$ cat src/hw/ctrlPkg.sv
package ctrlPkg;

  //////////////////////////////////////////////////
  // Widths and field codes
  //////////////////////////////////////////////////

  localparam int instrWidth = 32;                  // RV32 instruction word

  // Major opcodes
  localparam logic [6:0] opLoad   = 7'b0000011;
  localparam logic [6:0] opFence  = 7'b0001111;
  localparam logic [6:0] opOpImm  = 7'b0010011;
  localparam logic [6:0] opAuipc  = 7'b0010111;
  localparam logic [6:0] opStore  = 7'b0100011;
  localparam logic [6:0] opOp     = 7'b0110011;
  localparam logic [6:0] opLui    = 7'b0110111;
  localparam logic [6:0] opBranch = 7'b1100011;
  localparam logic [6:0] opJalr   = 7'b1100111;
  localparam logic [6:0] opJal    = 7'b1101111;
  localparam logic [6:0] opSystem = 7'b1110011;

  localparam logic [6:0] funct7Zero = 7'b0000000;  // Most R-type ops
  localparam logic [6:0] funct7Alt  = 7'b0100000;  // sub, sra, srai
  localparam logic [6:0] funct7Mdu  = 7'b0000001;  // mul/div group

  localparam logic [2:0] f3Add  = 3'b000;          // Also address generation
  localparam logic [2:0] f3Sll  = 3'b001;
  localparam logic [2:0] f3Slt  = 3'b010;
  localparam logic [2:0] f3Sltu = 3'b011;
  localparam logic [2:0] f3Srl  = 3'b101;          // srl and sra
  localparam logic [2:0] f3Priv = 3'b000;          // ecall, ebreak, xret, wfi

  // Immediate formats
  localparam logic [2:0] immI = 3'b000;
  localparam logic [2:0] immS = 3'b001;
  localparam logic [2:0] immB = 3'b010;
  localparam logic [2:0] immJ = 3'b011;
  localparam logic [2:0] immU = 3'b100;

  // Writeback result select
  localparam logic [2:0] resAlu = 3'b000;
  localparam logic [2:0] resMem = 3'b001;
  localparam logic [2:0] resCsr = 3'b010;
  localparam logic [2:0] resMdu = 3'b011;

  //////////////////////////////////////////////////
  // Instruction views
  //////////////////////////////////////////////////

  typedef struct packed {
    logic [6:0] funct7;
    logic [4:0] rs2;
    logic [4:0] rs1;
    logic [2:0] funct3;
    logic [4:0] rd;
    logic [6:0] op;
  } rTypeFields_t;

  typedef struct packed {
    logic [11:0] imm12;                            // CSR address or privileged code
    logic [4:0]  rs1;                              // zimm in the immediate CSR forms
    logic [2:0]  funct3;
    logic [4:0]  rd;
    logic [6:0]  op;
  } iTypeFields_t;

  typedef union packed {
    rTypeFields_t rType;
    iTypeFields_t iType;
  } instrWord_t;

  // Formats whose funct fields still need checking
  typedef enum logic [2:0] {
    classNone, classLoad, classStore, classOpImm,
    classOp, classBranch, classJalr, classSystem
  } opClass_t;

  typedef struct packed {
    logic load;
    logic store;
    logic opImm;
    logic op;
    logic branch;
    logic jalr;
    logic system;
  } functOk_t;

  //////////////////////////////////////////////////
  // Control bundles
  //////////////////////////////////////////////////

  typedef struct packed {
    logic [2:0] immSrc;
    logic       jump;
    logic       branch;
    logic       illegal;
    logic       instrValid;
  } decodeCtrl_t;

  typedef struct packed {
    logic [2:0] aluSelect;
    logic       aluSrcA;
    logic       aluSrcB;
    logic       aluResultSrc;
    logic       subArith;
    logic       branchSigned;
    logic       memRead;
    logic       mdu;
    logic       intDiv;
    logic       csrRead;
    logic [2:0] funct3;
    logic       instrValid;
  } execCtrl_t;

  typedef struct packed {
    logic       regWrite;
    logic [2:0] resultSrc;
    logic [1:0] memRw;                             // [1] read, [0] write
    logic       csrRead;
    logic       csrWrite;
    logic       privileged;
    logic [2:0] funct3;
    logic       instrValid;
    logic       csrWriteFence;
  } memCtrl_t;

  typedef struct packed {
    logic       regWrite;
    logic [2:0] resultSrc;
  } wbCtrl_t;

  typedef struct packed {
    logic       regWrite;
    logic [2:0] immSrc;
    logic       aluSrcA;
    logic       aluSrcB;
    logic [1:0] memRw;
    logic [2:0] resultSrc;
    logic       branch;
    logic       aluOp;                             // 0 means address generation
    logic       jump;
    logic       aluResultSrc;
    logic       csrRead;
    logic       privileged;
    logic       mdu;
    logic       illegal;
  } baseCtrl_t;

endpackage

$ cat src/hw/opcodeDecoder.sv
`timescale 1ns/100ps

module opcodeDecoder (
  input  ctrlPkg::instrWord_t instrD,              // Instruction in Decode
  output ctrlPkg::baseCtrl_t  base,                // Raw control bits, before funct check
  output ctrlPkg::opClass_t   opClass              // Format for the funct checker result
);
  import ctrlPkg::*;

  logic [6:0] op;                                  // Major opcode
  logic [2:0] funct3;
  logic       mulDiv;                              // OP opcode carrying an M extension op

  assign op     = instrD.rType.op;
  assign funct3 = instrD.rType.funct3;
  assign mulDiv = (instrD.rType.funct7 == funct7Mdu);

  //////////////////////////////////////////////////
  // Main decode table
  //////////////////////////////////////////////////

  // Field order:
  // regWrite_immSrc_aluSrcA_aluSrcB_memRw_resultSrc_branch_aluOp_jump_aluResultSrc_
  // csrRead_privileged_mdu_illegal
  always_comb begin
    base = baseCtrl_t'(19'b0_000_0_0_00_000_0_0_0_0_0_0_0_1);        // Unknown opcode
    case (op)
      opLoad:   base = baseCtrl_t'(19'b1_000_0_1_10_001_0_0_0_0_0_0_0_0);
      opFence:  base = baseCtrl_t'(19'b0_000_0_0_00_000_0_0_0_0_0_0_0_0); // Plain nop
      opOpImm:  base = baseCtrl_t'(19'b1_000_0_1_00_000_0_1_0_0_0_0_0_0);
      opAuipc:  base = baseCtrl_t'(19'b1_100_1_1_00_000_0_0_0_0_0_0_0_0);
      opStore:  base = baseCtrl_t'(19'b0_001_0_1_01_000_0_0_0_0_0_0_0_0);
      opOp: begin
        if (mulDiv)
          base = baseCtrl_t'(19'b1_000_0_0_00_011_0_0_0_0_0_0_1_0);  // mul/div
        else
          base = baseCtrl_t'(19'b1_000_0_0_00_000_0_1_0_0_0_0_0_0);  // R-type ALU
      end
      opLui:    base = baseCtrl_t'(19'b1_100_0_1_00_000_0_0_0_1_0_0_0_0);
      opBranch: base = baseCtrl_t'(19'b0_010_1_1_00_000_1_0_0_0_0_0_0_0);
      opJalr:   base = baseCtrl_t'(19'b1_000_0_1_00_000_0_0_1_1_0_0_0_0);
      opJal:    base = baseCtrl_t'(19'b1_011_1_1_00_000_0_0_1_1_0_0_0_0);
      opSystem: begin
        if (funct3 == f3Priv)
          base = baseCtrl_t'(19'b0_000_0_0_00_000_0_0_0_0_0_1_0_0);  // Privileged group
        else
          base = baseCtrl_t'(19'b1_000_0_0_00_010_0_0_0_0_1_0_0_0);  // CSR access
      end
      default: ;
    endcase
  end

  // Class selects which legality flag applies
  always_comb begin
    case (op)
      opLoad:   opClass = classLoad;
      opStore:  opClass = classStore;
      opOpImm:  opClass = classOpImm;
      opOp:     opClass = classOp;
      opBranch: opClass = classBranch;
      opJalr:   opClass = classJalr;
      opSystem: opClass = classSystem;
      default:  opClass = classNone;               // No funct fields to check
    endcase
  end

endmodule

$ cat src/hw/functChecker.sv
`timescale 1ns/100ps

module functChecker (
  input  ctrlPkg::instrWord_t instrD,              // Instruction in Decode
  output ctrlPkg::functOk_t   functOk,             // Legality per format
  output logic                subArithRaw,         // sub, sra, slt, sltu before aluOp gating
  output logic                csrWriteRaw          // CSR op would really write
);
  import ctrlPkg::*;

  logic [6:0] funct7;
  logic [2:0] funct3;
  logic       f7Zero, f7Alt;                       // funct7 patterns for base ops
  logic       shiftOk;                             // slli, srli, srai encodings
  logic       privForm, csrForm;                   // System sub-groups
  logic       zeroSrc;                             // rs1 or zimm is zero

  assign funct7 = instrD.rType.funct7;
  assign funct3 = instrD.rType.funct3;
  assign f7Zero = (funct7 == funct7Zero);
  assign f7Alt  = (funct7 == funct7Alt);

  //////////////////////////////////////////////////
  // Legality per format
  //////////////////////////////////////////////////

  assign shiftOk = (funct3 == f3Sll & f7Zero) | (funct3 == f3Srl & (f7Zero | f7Alt));

  assign functOk.opImm  = shiftOk | (funct3 != f3Sll & funct3 != f3Srl);
  assign functOk.op     = f7Zero | (funct7 == funct7Mdu)
                        | ((funct3 == f3Add | funct3 == f3Srl) & f7Alt); // Bit 5 only here
  assign functOk.load   = (funct3 == 3'b000) | (funct3 == 3'b001) | (funct3 == 3'b010)
                        | (funct3 == 3'b100) | (funct3 == 3'b101);      // lb lh lw lbu lhu
  assign functOk.store  = (funct3 == 3'b000) | (funct3 == 3'b001) | (funct3 == 3'b010);
  assign functOk.branch = (funct3[2:1] != 2'b01);  // 010 and 011 unused
  assign functOk.jalr   = (funct3 == 3'b000);

  // System group uses the I-type view
  assign privForm       = (instrD.iType.funct3 == f3Priv);
  assign csrForm        = (instrD.iType.funct3[1:0] != 2'b00);
  assign functOk.system = privForm | csrForm;      // 100 reserved

  //////////////////////////////////////////////////
  // Operand and CSR hints
  //////////////////////////////////////////////////

  // op bit 5 separates sub from addi
  assign subArithRaw = (funct3 == f3Add & funct7[5] & instrD.rType.op[5])
                     | (funct3 == f3Srl & funct7[5])
                     | (funct3 == f3Slt)
                     | (funct3 == f3Sltu);

  // Set or clear with zero leaves the CSR alone
  assign zeroSrc     = (instrD.iType.rs1 == 5'd0);
  assign csrWriteRaw = ~(zeroSrc & instrD.iType.funct3[1]);

endmodule

$ cat src/hw/pipeControl.sv
`timescale 1ns/100ps

module pipeControl (
  input  logic                  clk,
  input  logic                  reset,
  input  logic                  stallD, flushD,    // Decode hold and clear
  input  logic                  stallE, flushE,    // Execute hold and clear
  input  logic                  stallM, flushM,    // Memory hold and clear
  input  logic                  stallW, flushW,    // Writeback hold and clear
  input  ctrlPkg::instrWord_t   instrD,            // Instruction in Decode
  input  logic [1:0]            flagsE,            // Comparator {eq, lt}
  input  ctrlPkg::baseCtrl_t    base,              // From the opcode decoder
  input  ctrlPkg::opClass_t     opClass,
  input  ctrlPkg::functOk_t     functOk,           // From the funct checker
  input  logic                  subArithRaw,
  input  logic                  csrWriteRaw,
  output ctrlPkg::decodeCtrl_t  decodeCtrl,
  output ctrlPkg::execCtrl_t    execCtrl,
  output ctrlPkg::memCtrl_t     memCtrl,
  output ctrlPkg::wbCtrl_t      wbCtrl,
  output logic                  pcSrcE,            // Redirect fetch on jump or taken branch
  output logic                  storeStallD        // Hold Decode behind a store
);
  import ctrlPkg::*;

  // Execute register also carries bits bound for Memory
  typedef struct packed {
    logic [2:0] aluSelect;
    logic       aluSrcA;
    logic       aluSrcB;
    logic       aluResultSrc;
    logic       subArith;
    logic       regWrite;
    logic [2:0] resultSrc;
    logic [1:0] memRw;
    logic       jump;
    logic       branch;
    logic       mdu;
    logic       csrRead;
    logic       csrWrite;
    logic       privileged;
    logic [2:0] funct3;
    logic       instrValid;
  } execReg_t;

  logic       classOk;                             // Funct fields legal for this format
  logic       illegalD;
  logic       validD;                              // Decode slot holds an instruction
  logic [1:0] memRwD;                              // Squashed memory access
  execReg_t   execNext, eReg;
  logic       flagE;                               // eq or lt picked by funct3[2]

  //////////////////////////////////////////////////
  // Decode
  //////////////////////////////////////////////////

  always_comb begin
    case (opClass)
      classLoad:   classOk = functOk.load;
      classStore:  classOk = functOk.store;
      classOpImm:  classOk = functOk.opImm;
      classOp:     classOk = functOk.op;
      classBranch: classOk = functOk.branch;
      classJalr:   classOk = functOk.jalr;
      classSystem: classOk = functOk.system;
      default:     classOk = 1'b1;
    endcase
  end

  assign illegalD = base.illegal | ~classOk;
  assign memRwD   = illegalD ? 2'b00 : base.memRw;

  // Illegal ops lose every side effect
  assign execNext = '{
    aluSelect:    base.aluOp ? instrD.rType.funct3 : f3Add,  // Add for addresses
    aluSrcA:      base.aluSrcA,
    aluSrcB:      base.aluSrcB,
    aluResultSrc: base.aluResultSrc,
    subArith:     base.aluOp & subArithRaw,
    regWrite:     base.regWrite & ~illegalD,
    resultSrc:    base.resultSrc,
    memRw:        memRwD,
    jump:         base.jump & ~illegalD,
    branch:       base.branch & ~illegalD,
    mdu:          base.mdu,
    csrRead:      base.csrRead,
    csrWrite:     base.csrRead & csrWriteRaw & ~illegalD,
    privileged:   base.privileged,
    funct3:       instrD.rType.funct3,
    instrValid:   validD
  };

  assign decodeCtrl = '{
    immSrc:     base.immSrc,
    jump:       execNext.jump,
    branch:     execNext.branch,
    illegal:    illegalD,
    instrValid: validD
  };

  assign storeStallD = eReg.memRw[0] & (|memRwD);  // Store in E, any access in D

  //////////////////////////////////////////////////
  // Stage registers
  //////////////////////////////////////////////////

  // Flush wins over stall in every stage
  always_ff @(posedge clk) begin
    if (reset | flushD) validD <= 1'b0;
    else if (~stallD)   validD <= 1'b1;

    if (reset | flushE) eReg <= '0;
    else if (~stallE)   eReg <= execNext;

    if (reset | flushM) memCtrl <= '0;
    else if (~stallM)   memCtrl <= '{
      regWrite:      eReg.regWrite,
      resultSrc:     eReg.resultSrc,
      memRw:         eReg.memRw,
      csrRead:       eReg.csrRead,
      csrWrite:      eReg.csrWrite,
      privileged:    eReg.privileged,
      funct3:        eReg.funct3,
      instrValid:    eReg.instrValid,
      csrWriteFence: eReg.csrWrite               // Younger stages flushed after a CSR write
    };

    if (reset | flushW) wbCtrl <= '0;
    else if (~stallW)   wbCtrl <= '{regWrite: memCtrl.regWrite, resultSrc: memCtrl.resultSrc};
  end

  //////////////////////////////////////////////////
  // Execute
  //////////////////////////////////////////////////

  assign flagE  = eReg.funct3[2] ? flagsE[0] : flagsE[1];              // blt/bge use lt
  assign pcSrcE = eReg.jump | (eReg.branch & (flagE ^ eReg.funct3[0])); // Bit 0 inverts

  assign execCtrl = '{
    aluSelect:    eReg.aluSelect,
    aluSrcA:      eReg.aluSrcA,
    aluSrcB:      eReg.aluSrcB,
    aluResultSrc: eReg.aluResultSrc,
    subArith:     eReg.subArith,
    branchSigned: eReg.branch & (eReg.funct3[2:1] != 2'b11),  // Not bltu/bgeu
    memRead:      eReg.memRw[1],
    mdu:          eReg.mdu,
    intDiv:       eReg.mdu & eReg.funct3[2],                 // div, divu, rem, remu
    csrRead:      eReg.csrRead,
    funct3:       eReg.funct3,
    instrValid:   eReg.instrValid
  };

endmodule

$ cat src/hw/controller.sv
`timescale 1ns/100ps

module controller (
  input  logic                         clk,
  input  logic                         reset,
  input  logic                         stallD, flushD,
  input  logic                         stallE, flushE,
  input  logic                         stallM, flushM,
  input  logic                         stallW, flushW,
  input  logic [ctrlPkg::instrWidth-1:0] instrD,   // Raw instruction word in Decode
  input  logic [1:0]                   flagsE,     // {eq, lt}
  output ctrlPkg::decodeCtrl_t         decodeCtrl,
  output ctrlPkg::execCtrl_t           execCtrl,
  output ctrlPkg::memCtrl_t            memCtrl,
  output ctrlPkg::wbCtrl_t             wbCtrl,
  output logic                         pcSrcE,
  output logic                         storeStallD
);
  import ctrlPkg::*;

  baseCtrl_t base;                                 // Opcode table result
  opClass_t  opClass;
  functOk_t  functOk;                              // Funct field legality
  logic      subArithRaw;
  logic      csrWriteRaw;

  // Both decoders see the same word
  opcodeDecoder opcodeDecoder_i (
    .instrD  (instrD),
    .base    (base),
    .opClass (opClass)
  );

  functChecker functChecker_i (
    .instrD      (instrD),
    .functOk     (functOk),
    .subArithRaw (subArithRaw),
    .csrWriteRaw (csrWriteRaw)
  );

  pipeControl pipeControl_i (
    .clk, .reset,
    .stallD, .flushD, .stallE, .flushE,
    .stallM, .flushM, .stallW, .flushW,
    .instrD      (instrD),
    .flagsE      (flagsE),
    .base        (base),
    .opClass     (opClass),
    .functOk     (functOk),
    .subArithRaw (subArithRaw),
    .csrWriteRaw (csrWriteRaw),
    .decodeCtrl  (decodeCtrl),
    .execCtrl    (execCtrl),
    .memCtrl     (memCtrl),
    .wbCtrl      (wbCtrl),
    .pcSrcE      (pcSrcE),
    .storeStallD (storeStallD)
  );

endmodule

$ cat config.mk
export PLATFORM = sky130hd
export DESIGN_NAME = controller
export DESIGN_NICKNAME = d
export VERILOG_FILES = /design/src/hw/ctrlPkg.sv /design/src/hw/opcodeDecoder.sv /design/src/hw/functChecker.sv /design/src/hw/pipeControl.sv /design/src/hw/controller.sv
export SDC_FILE = /design/constraint.sdc
export NUM_CORES = 1
export LEC_CHECK = 0
export BUFFER_PORTS_ARGS = -buffer_cell sky130_fd_sc_hd__buf_4
export CAP_MARGIN = 5
export CORE_UTILIZATION = 45
export DETAILED_ROUTE_END_ITERATION = 8
export GPL_TIMING_DRIVEN = 0
export PLACE_DENSITY_LB_ADDON = 0.08
export SYNTH_ARGS = -nofsm -noshare
export SYNTH_HDL_FRONTEND = slang
export SYNTH_SLANG_ARGS = --single-unit
$ cat constraint.sdc
create_clock -name clk -period 2.9 [get_ports clk]
set_clock_uncertainty 0.15 [all_clocks]
set_input_delay 0.29 -clock clk [delete_from_list [all_inputs] [get_ports clk]]
set_output_delay 0.29 -clock clk [all_outputs]
set_load 0.02 [all_outputs]
==> results.md, run 1 <==
* Post-layout minimum cycle time at approximately 2.7 ns
* Switching power at 286 µW
* GR Overflow Total at 0
* CTS root buf: clkbuf_8
* Clk buf depth at 2
* First-pass iteration count of the detailed router at 4
* Layout net count at 383
* Sw Share at 22.7%
* Via/cell ratio at 5.17
* Post-synthesis cell count at around 260
* Post-synth EDFFs at 0
* Sink Count at 38
* Max Fclk at 374 MHz
* Setup TNS at 0 ns
* Final Hold Violating Endpoints at 0
* Drt initial violations at 95
* Slew Viols, Final at 0
* TritonCTS clock tree: yes
* Final Instance Area at 2990 µm²
* Final Total Pwr at around 1.3 mW
* Worst skew pair latency at 0.29 ns
* Cell-internal power at 973 µW
* Final period util at 92.2%
* Final wirelength at roughly 5400 µm
* Multi-input gate area at 1170 µm²
* Hold Path Class: in2reg
* Startpoint class of the critical path: primary input
* H-tree levels at 2
* Power Dens Cells at 421 nW/µm²
* Clock transition at path regs at 0.08 ns
* Kind of critical path: in2out
* Share of layout cells above drive strength 1 at between 30 and 40%
* Die Y at about 72 µm
* Die Area at roughly 5200 µm²
* Buffers & Inverters on Critical Path at 3
* # Post-CTS Setup Buffers at 0
* CP max FO at 8
* DR vias at 2104
* Cell area after synthesis at 2230 µm²
* Port bufs at 69
* Worst Max-Slew Pin Slew at 0.727 ns
* Slew margin rel. at 51.5%
* Worst Path Arrival at 2.23 ns
* Setup-failing EPs final at 0
* Core area at between 4000 and 5000 µm²
* DRC viols at 0
* Status: finished clean
* Sequential area share after synthesis at 34.1%
* Initial antenna violation count at 0
* Largest net degree at the start of global routing at 13
* Synthesis warning total at 0
* Global-route wire length before repair at 8960 µm
* Critical Path, Cell by Cell: buf_4 -> nand2b_1 -> a211oi_4 -> mux2_4 -> o211ai_2 -> nand4_4 -> and4b_1 -> buf_4 -> buf_4
* Worst Setup End Kind: output pin
* Critical path's largest stage delay at 0.36 ns
* Sequential share of power at 41.9%
* # IOs at 87
* Clock share of power at 43.9%
* Maxcap violations at 0
* Worst VDD drop at 0.226 mV
* Critical path's slowest cell: a211oi_4
* Avg WL per Cell at 13.4 µm
* Sum of net half-perimeters after detailed placement at 4140 µm
* Gpl congestion at 0.871
* Fill cell count at about 460
* Crit-path most repeated cell: buf_4
* Unique masters post-synth at 55
* Most frequent cells in the layout: buf_4 (93), nor2_1 (41), dfxtp_1 (38)
* DRT antenna net count at 0
* Initial core utilization at between 40% and 50%
* Area post-placement at 2840 µm²
* RSZ-0062 raised after global routing: no
* Primary FF master, synth: dfxtp_1
* Delay-heaviest family, CP: simple AND/OR/NAND/NOR gates
* Row cnt at 25
* Data required, critical path at 2.46 ns
* Avg Inst Size Synth at roughly 8.5 µm²
* Gate power share at 14.2%
* Most common cell after layout, fill and taps aside: buf_4
* Area Growth Syn to Fin at 34.0%
* LEAKAGE at 1.34 nW
* Post-layout util at 62.9%
* TritonCTS Buffers at 5
* FF/Latch Area at 761 µm²
* Post-route worst hold slack at 0.0212 ns
* Vias in the first global route at around 1900
* All-layer global routing usage at 21.8%
* Register bit count reported by yosys at 38
* Ant diodes at 0
* Cts repair resizes at 0
* Post-synth ARST share at 0%
* Horiz. Die Dim at 72.4 µm
-- layout make-up --
cell class                      instances  share of cell area (%)
Clock buffer                            6                    2.76
Sequential cell                        38                    25.4
Timing Repair Buffer                   70                    17.7
Clock inverter                          2                    2.01
Multi-Input combinational cell        176                    39.1
Inverter                                8                    1.00
Buffer                                 40                    9.25
Tap cell                               67                    2.80
-- cell usage after synthesis (3+ instances only) --
cell	count	area, µm²
nor2_1	41	154
dfxtp_1	38	761
buf_4	24	180
mux2i_1	22	220
a21oi_1	10	50.1
nand2_1	10	37.5
nor3_1	9	45.0
inv_1	8	30.0
clkbuf_1	7	26.3
a22oi_1	6	45.0
nand4_1	6	37.5
o21ai_0	6	30.0
nand3_1	5	25.0
a32o_1	4	40.0
nor2b_1	4	25.0
nor4_1	4	25.0
a211oi_1	3	22.5
a31oi_1	3	18.8
and2_1	3	18.8
buf_2	3	15.0
buf_6	3	33.8
xnor2_1	3	26.3
-- worst reg2reg max path: cells and delay by family (launching register included) --
kind             cells  cell delay (ns)
and+or+nand+nor      1             0.09
DFF                  1             0.46
muxes                1             0.11
-- sequential cells by signal, summed over array words and instances, names as in the netlist --
register,count
pipeControl_i.execCtrl,14
pipeControl_i.memCtrl,12
pipeControl_i.validD,1
pipeControl_i.eReg,8
pipeControl_i.wbCtrl,3
-- layer usage --
| metal | part of all wire (%) | GRT usage [%] |
|---|---|---|
| met5 | 0 | 0 |
| met4 | 1.1 | 7.41 |
| met3 | 4.9 | 4.03 |
| met2 | 49 | 37.0 |
| met1 | 45 | 27.7 |
-- through the flow --
stage               std cells  setup WS [ns]
finish                    407          0.225
global route              407          0.131
CTS                       407          0.220
detailed placement        398          0.227
global placement          398          0.260
floorplan                 262          0.608
-- final timing paths --
path / cells past startpoint / from / end / slack, ns
worst min register to register: 2 / pipeControl_i.validD$_SDFFE_PP0N_ / pipeControl_i.validD$_SDFFE_PP0N_ / 0.33
worst min-delay path: 2 / flushW / pipeControl_i.wbCtrl[3]$_SDFFE_PP0N_ / 0.02
worst max register to register: 2 / pipeControl_i.execCtrl[3]$_SDFFE_PP0N_ / pipeControl_i.execCtrl[3]$_SDFFE_PP0N_ / 2.03
worst max-delay path: 9 / instrD[2] / decodeCtrl[3] / 0.23
-- cells by family after synthesis --
family	count (synthesis)	synth area share (%)
DFF	38	34.1
AOI/OAI and AO/OA	49	16.5
buffers and inverters	48	13.7
muxes	23	10.5
xor gates and xnor gates	4	1.57
and+or+nand+nor	98	23.3
other	1	0.168
-- timing repair --
action | CTS | global route
hold buffers | 1 | 0
endpoints found under the setup margin | 0 | 0
hold endpoints to repair | 1 | 0
-- power by group through the flow --
stage	Clock, mW	Combinational (mW)	Sequential [mW]
3_5_place_dp	0	0.176	0.540
6_report	0.553	0.178	0.528
4_1_cts	0.558	0.178	0.528
5_1_grt	0.577	0.194	0.528
3_3_place_gp	0	0.174	0.540
2_1_floorplan	0	0.110	0.539
Note: power is estimated with default switching activity, not from simulation.
==> run 2, diff against run 1 <==
--- a/config.mk
+++ b/config.mk
@@ -5,10 +5,10 @@
 export SDC_FILE = /design/constraint.sdc
 export NUM_CORES = 1
 export LEC_CHECK = 0
-export BUFFER_PORTS_ARGS = -buffer_cell sky130_fd_sc_hd__buf_4
 export CAP_MARGIN = 5
 export CORE_UTILIZATION = 45
 export DETAILED_ROUTE_END_ITERATION = 8
+export DONT_BUFFER_PORTS = 1
 export GPL_TIMING_DRIVEN = 0
 export PLACE_DENSITY_LB_ADDON = 0.08
 export SYNTH_ARGS = -nofsm -noshare
==> results.md, run 2 (same netlist as run 1, synthesis figures left out) <==
* Status: finished clean
* Sequential share of power at 43.5% (+1.6 points)
* Gate power share at 11.4% (-2.8 points)
* # IOs at 87 (unchanged)
* Die Area at 5240 µm² (unchanged)
* GR Overflow Total at 0 (unchanged)
* First-pass iteration count of the detailed router at 4 (unchanged)
* Final Total Pwr at 1.21 mW (-3.6%)
* Core area at 4750 µm² (unchanged)
* Clock transition at path regs at 0.07 ns (about the same)
* Post-route worst hold slack at 0.0164 ns (-0.00477 ns)
* Sw Share at 21.8% (-0.87 points)
* Most common cell after layout, fill and taps aside: nor2_1
* DRC viols at 0 (unchanged)
* Final wirelength at 5020 µm (-7.7%)
* Slew Viols, Final at 0 (unchanged)
* Drt initial violations at 40 (-58%)
* Area Growth Syn to Fin at 13.0%
* Initial antenna violation count at 0 (unchanged)
* TritonCTS clock tree: yes
* Post-layout minimum cycle time at 2.50 ns (-0.171 ns)
* Maxcap violations at 0 (unchanged)
* TritonCTS Buffers at 5 (unchanged)
* Worst skew pair latency at 0.29 ns (about the same)
* Switching power at 265 µW (-7.3%)
* Largest net degree at the start of global routing at 13 (unchanged)
* Global-route wire length before repair at 8050 µm (-10%)
* GRT busiest layer: met2
* Layout net count at 319 (-17%)
* Met3 GRT Util at 4.31% (+0.28 points)
* DRT antenna net count at 0 (unchanged)
* GR Util met2 at 33.6% (-3.3 points)
* Final worst slack at 0.397 ns (+0.171 ns)
* Hold Path Stages at 2 (unchanged)
* Vias in the first global route at 1672 (-13%)
* H-tree levels at 2 (unchanged)
* Kind of critical path: in2out
* Worst Setup End Kind: output pin
* Data required, critical path at 2.46 ns (about the same)
* Sink Count at 38 (unchanged)
* Hold Path Class: in2reg
* Cts repair resizes at 0 (unchanged)
* Ant diodes at 0 (unchanged)
* Initial core utilization at 46.9% (unchanged)
* Max Fclk at 399 MHz (+6.8%)
* All-layer global routing usage at 19.9% (-1.9 points)
* Worst VDD drop at 0.178 mV (-21%)
* Power Dens Cells at 481 nW/µm² (+14%)
* Setup-failing EPs final at 0 (unchanged)
* DR vias at 1847 (-12%)
* Via/cell ratio at 5.38 (+4.2%)
* Post-layout util at 53.0% (-9.8 points)
* Horiz. Die Dim at 72.4 µm (unchanged)
* Sum of net half-perimeters after detailed placement at 3800 µm (-8.1%)
* Share of layout cells above drive strength 1 at 18.8% (-17 points)
* Row cnt at 25 (unchanged)
* Most frequent cells in the layout: nor2_1 (41), dfxtp_1 (38), buf_4 (24)
* Setup TNS at 0 ns (unchanged)
* Dpl ws at 0.397 ns (+0.170 ns)
* Cell-internal power at 949 µW (-2.5%)
* Worst Path Arrival at 2.06 ns (-0.17 ns)
* Port bufs at 0 (-100%)
* Avg WL per Cell at 14.6 µm (+9.5%)
* Clock share of power at 45.1% (+1.2 points)
* RSZ-0062 raised after global routing: no
* LEAKAGE at 1.00 nW (-25%)
* Slew margin rel. at 51.6% (+0.11 points)
* Startpoint class of the critical path: primary input
* Met1 Track Usage GR at 25.0% (-2.7 points)
* Reg2Reg Depth at 3 (+1)
* # Post-CTS Setup Buffers at 0 (unchanged)
* Max FFs per register at 14 (unchanged)
* CTS root buf: clkbuf_8
* Die Y at 72.4 µm (unchanged)
* Gpl congestion at 0.825 (-5.3%)
* Worst Max-Slew Pin Slew at 0.725 ns (-0.00164 ns)
* Final Hold Violating Endpoints at 0 (unchanged)
* CP max FO at 10 (+2)
* Final period util at 86.3% (-5.9 points)
* Clk buf depth at 2 (unchanged)
run 2: cell count changes in the layout (fill, tap and decap cells not counted):
| cell | previous run | this run |
|---|---|---|
| buf_4 | 93 | 24 |
| dlygate4sd3_1 | 1 | 6 |
run 2: timing repair:
action,4_1_cts,5_1_grt
hold buffers,5,1
endpoints found under the hold margin,4,1
setup endpoints to repair,0,0
run 2: final timing paths:
check / startpoint / endpoint / slack (ns)
worst max-delay path: instrD[6] / decodeCtrl[3] / 0.40
worst min-delay path: stallM / pipeControl_i.memCtrl[2]$_SDFFE_PP0N_ / 0.02
worst max register to register: pipeControl_i.memCtrl[10]$_SDFFE_PP0N_ / pipeControl_i.wbCtrl[0]$_SDFFE_PP0N_ / 1.40
worst min register to register: pipeControl_i.eReg[12]$_SDFFE_PP0N_ / pipeControl_i.eReg[12]$_SDFFE_PP0N_ / 0.33
run 2: worst max-delay path, cell delays in order:
cell and delay (ns):
buf_2 0.20, nand2b_4 0.10, a211oi_4 0.33, mux2_4 0.34
o211ai_2 0.19, nand4_4 0.18, and4b_1 0.27, buf_4 0.16
run 2: layout make-up:
cell class	instances	area (µm²)
fillers	480	2230
multi-input cells	176	1170
inverters	8	30.0
clock inverters	2	60.1
well taps	67	83.8
clock buffers	6	82.6
repair buffers	6	60.1
flip-flops and latches	38	761
plain buffers	40	277
run 2: power by group through the flow:
stage               clock network, mW  registers [mW]  logic [mW]
detailed placement                  0           0.541       0.131
floorplan                           0           0.539       0.110
CTS                             0.556           0.528       0.137
global placement                    0           0.541       0.131
global route                    0.580           0.529       0.152
finish                          0.548           0.528       0.138
run 2: routing by layer:
metal  share of wire, %  wire [µm]
met5                  0          0
met4                1.4         69
met1                 46       2300
met3                5.5        275
met2                 47       2380
run 2: stage by stage:
step / cells / instance area (µm²)
2_1_floorplan: 262 / 2230
3_3_place_gp: 329 / 2320
3_5_place_dp: 329 / 2320
4_1_cts: 342 / 2510
5_1_grt: 343 / 2520
6_report: 343 / 2520
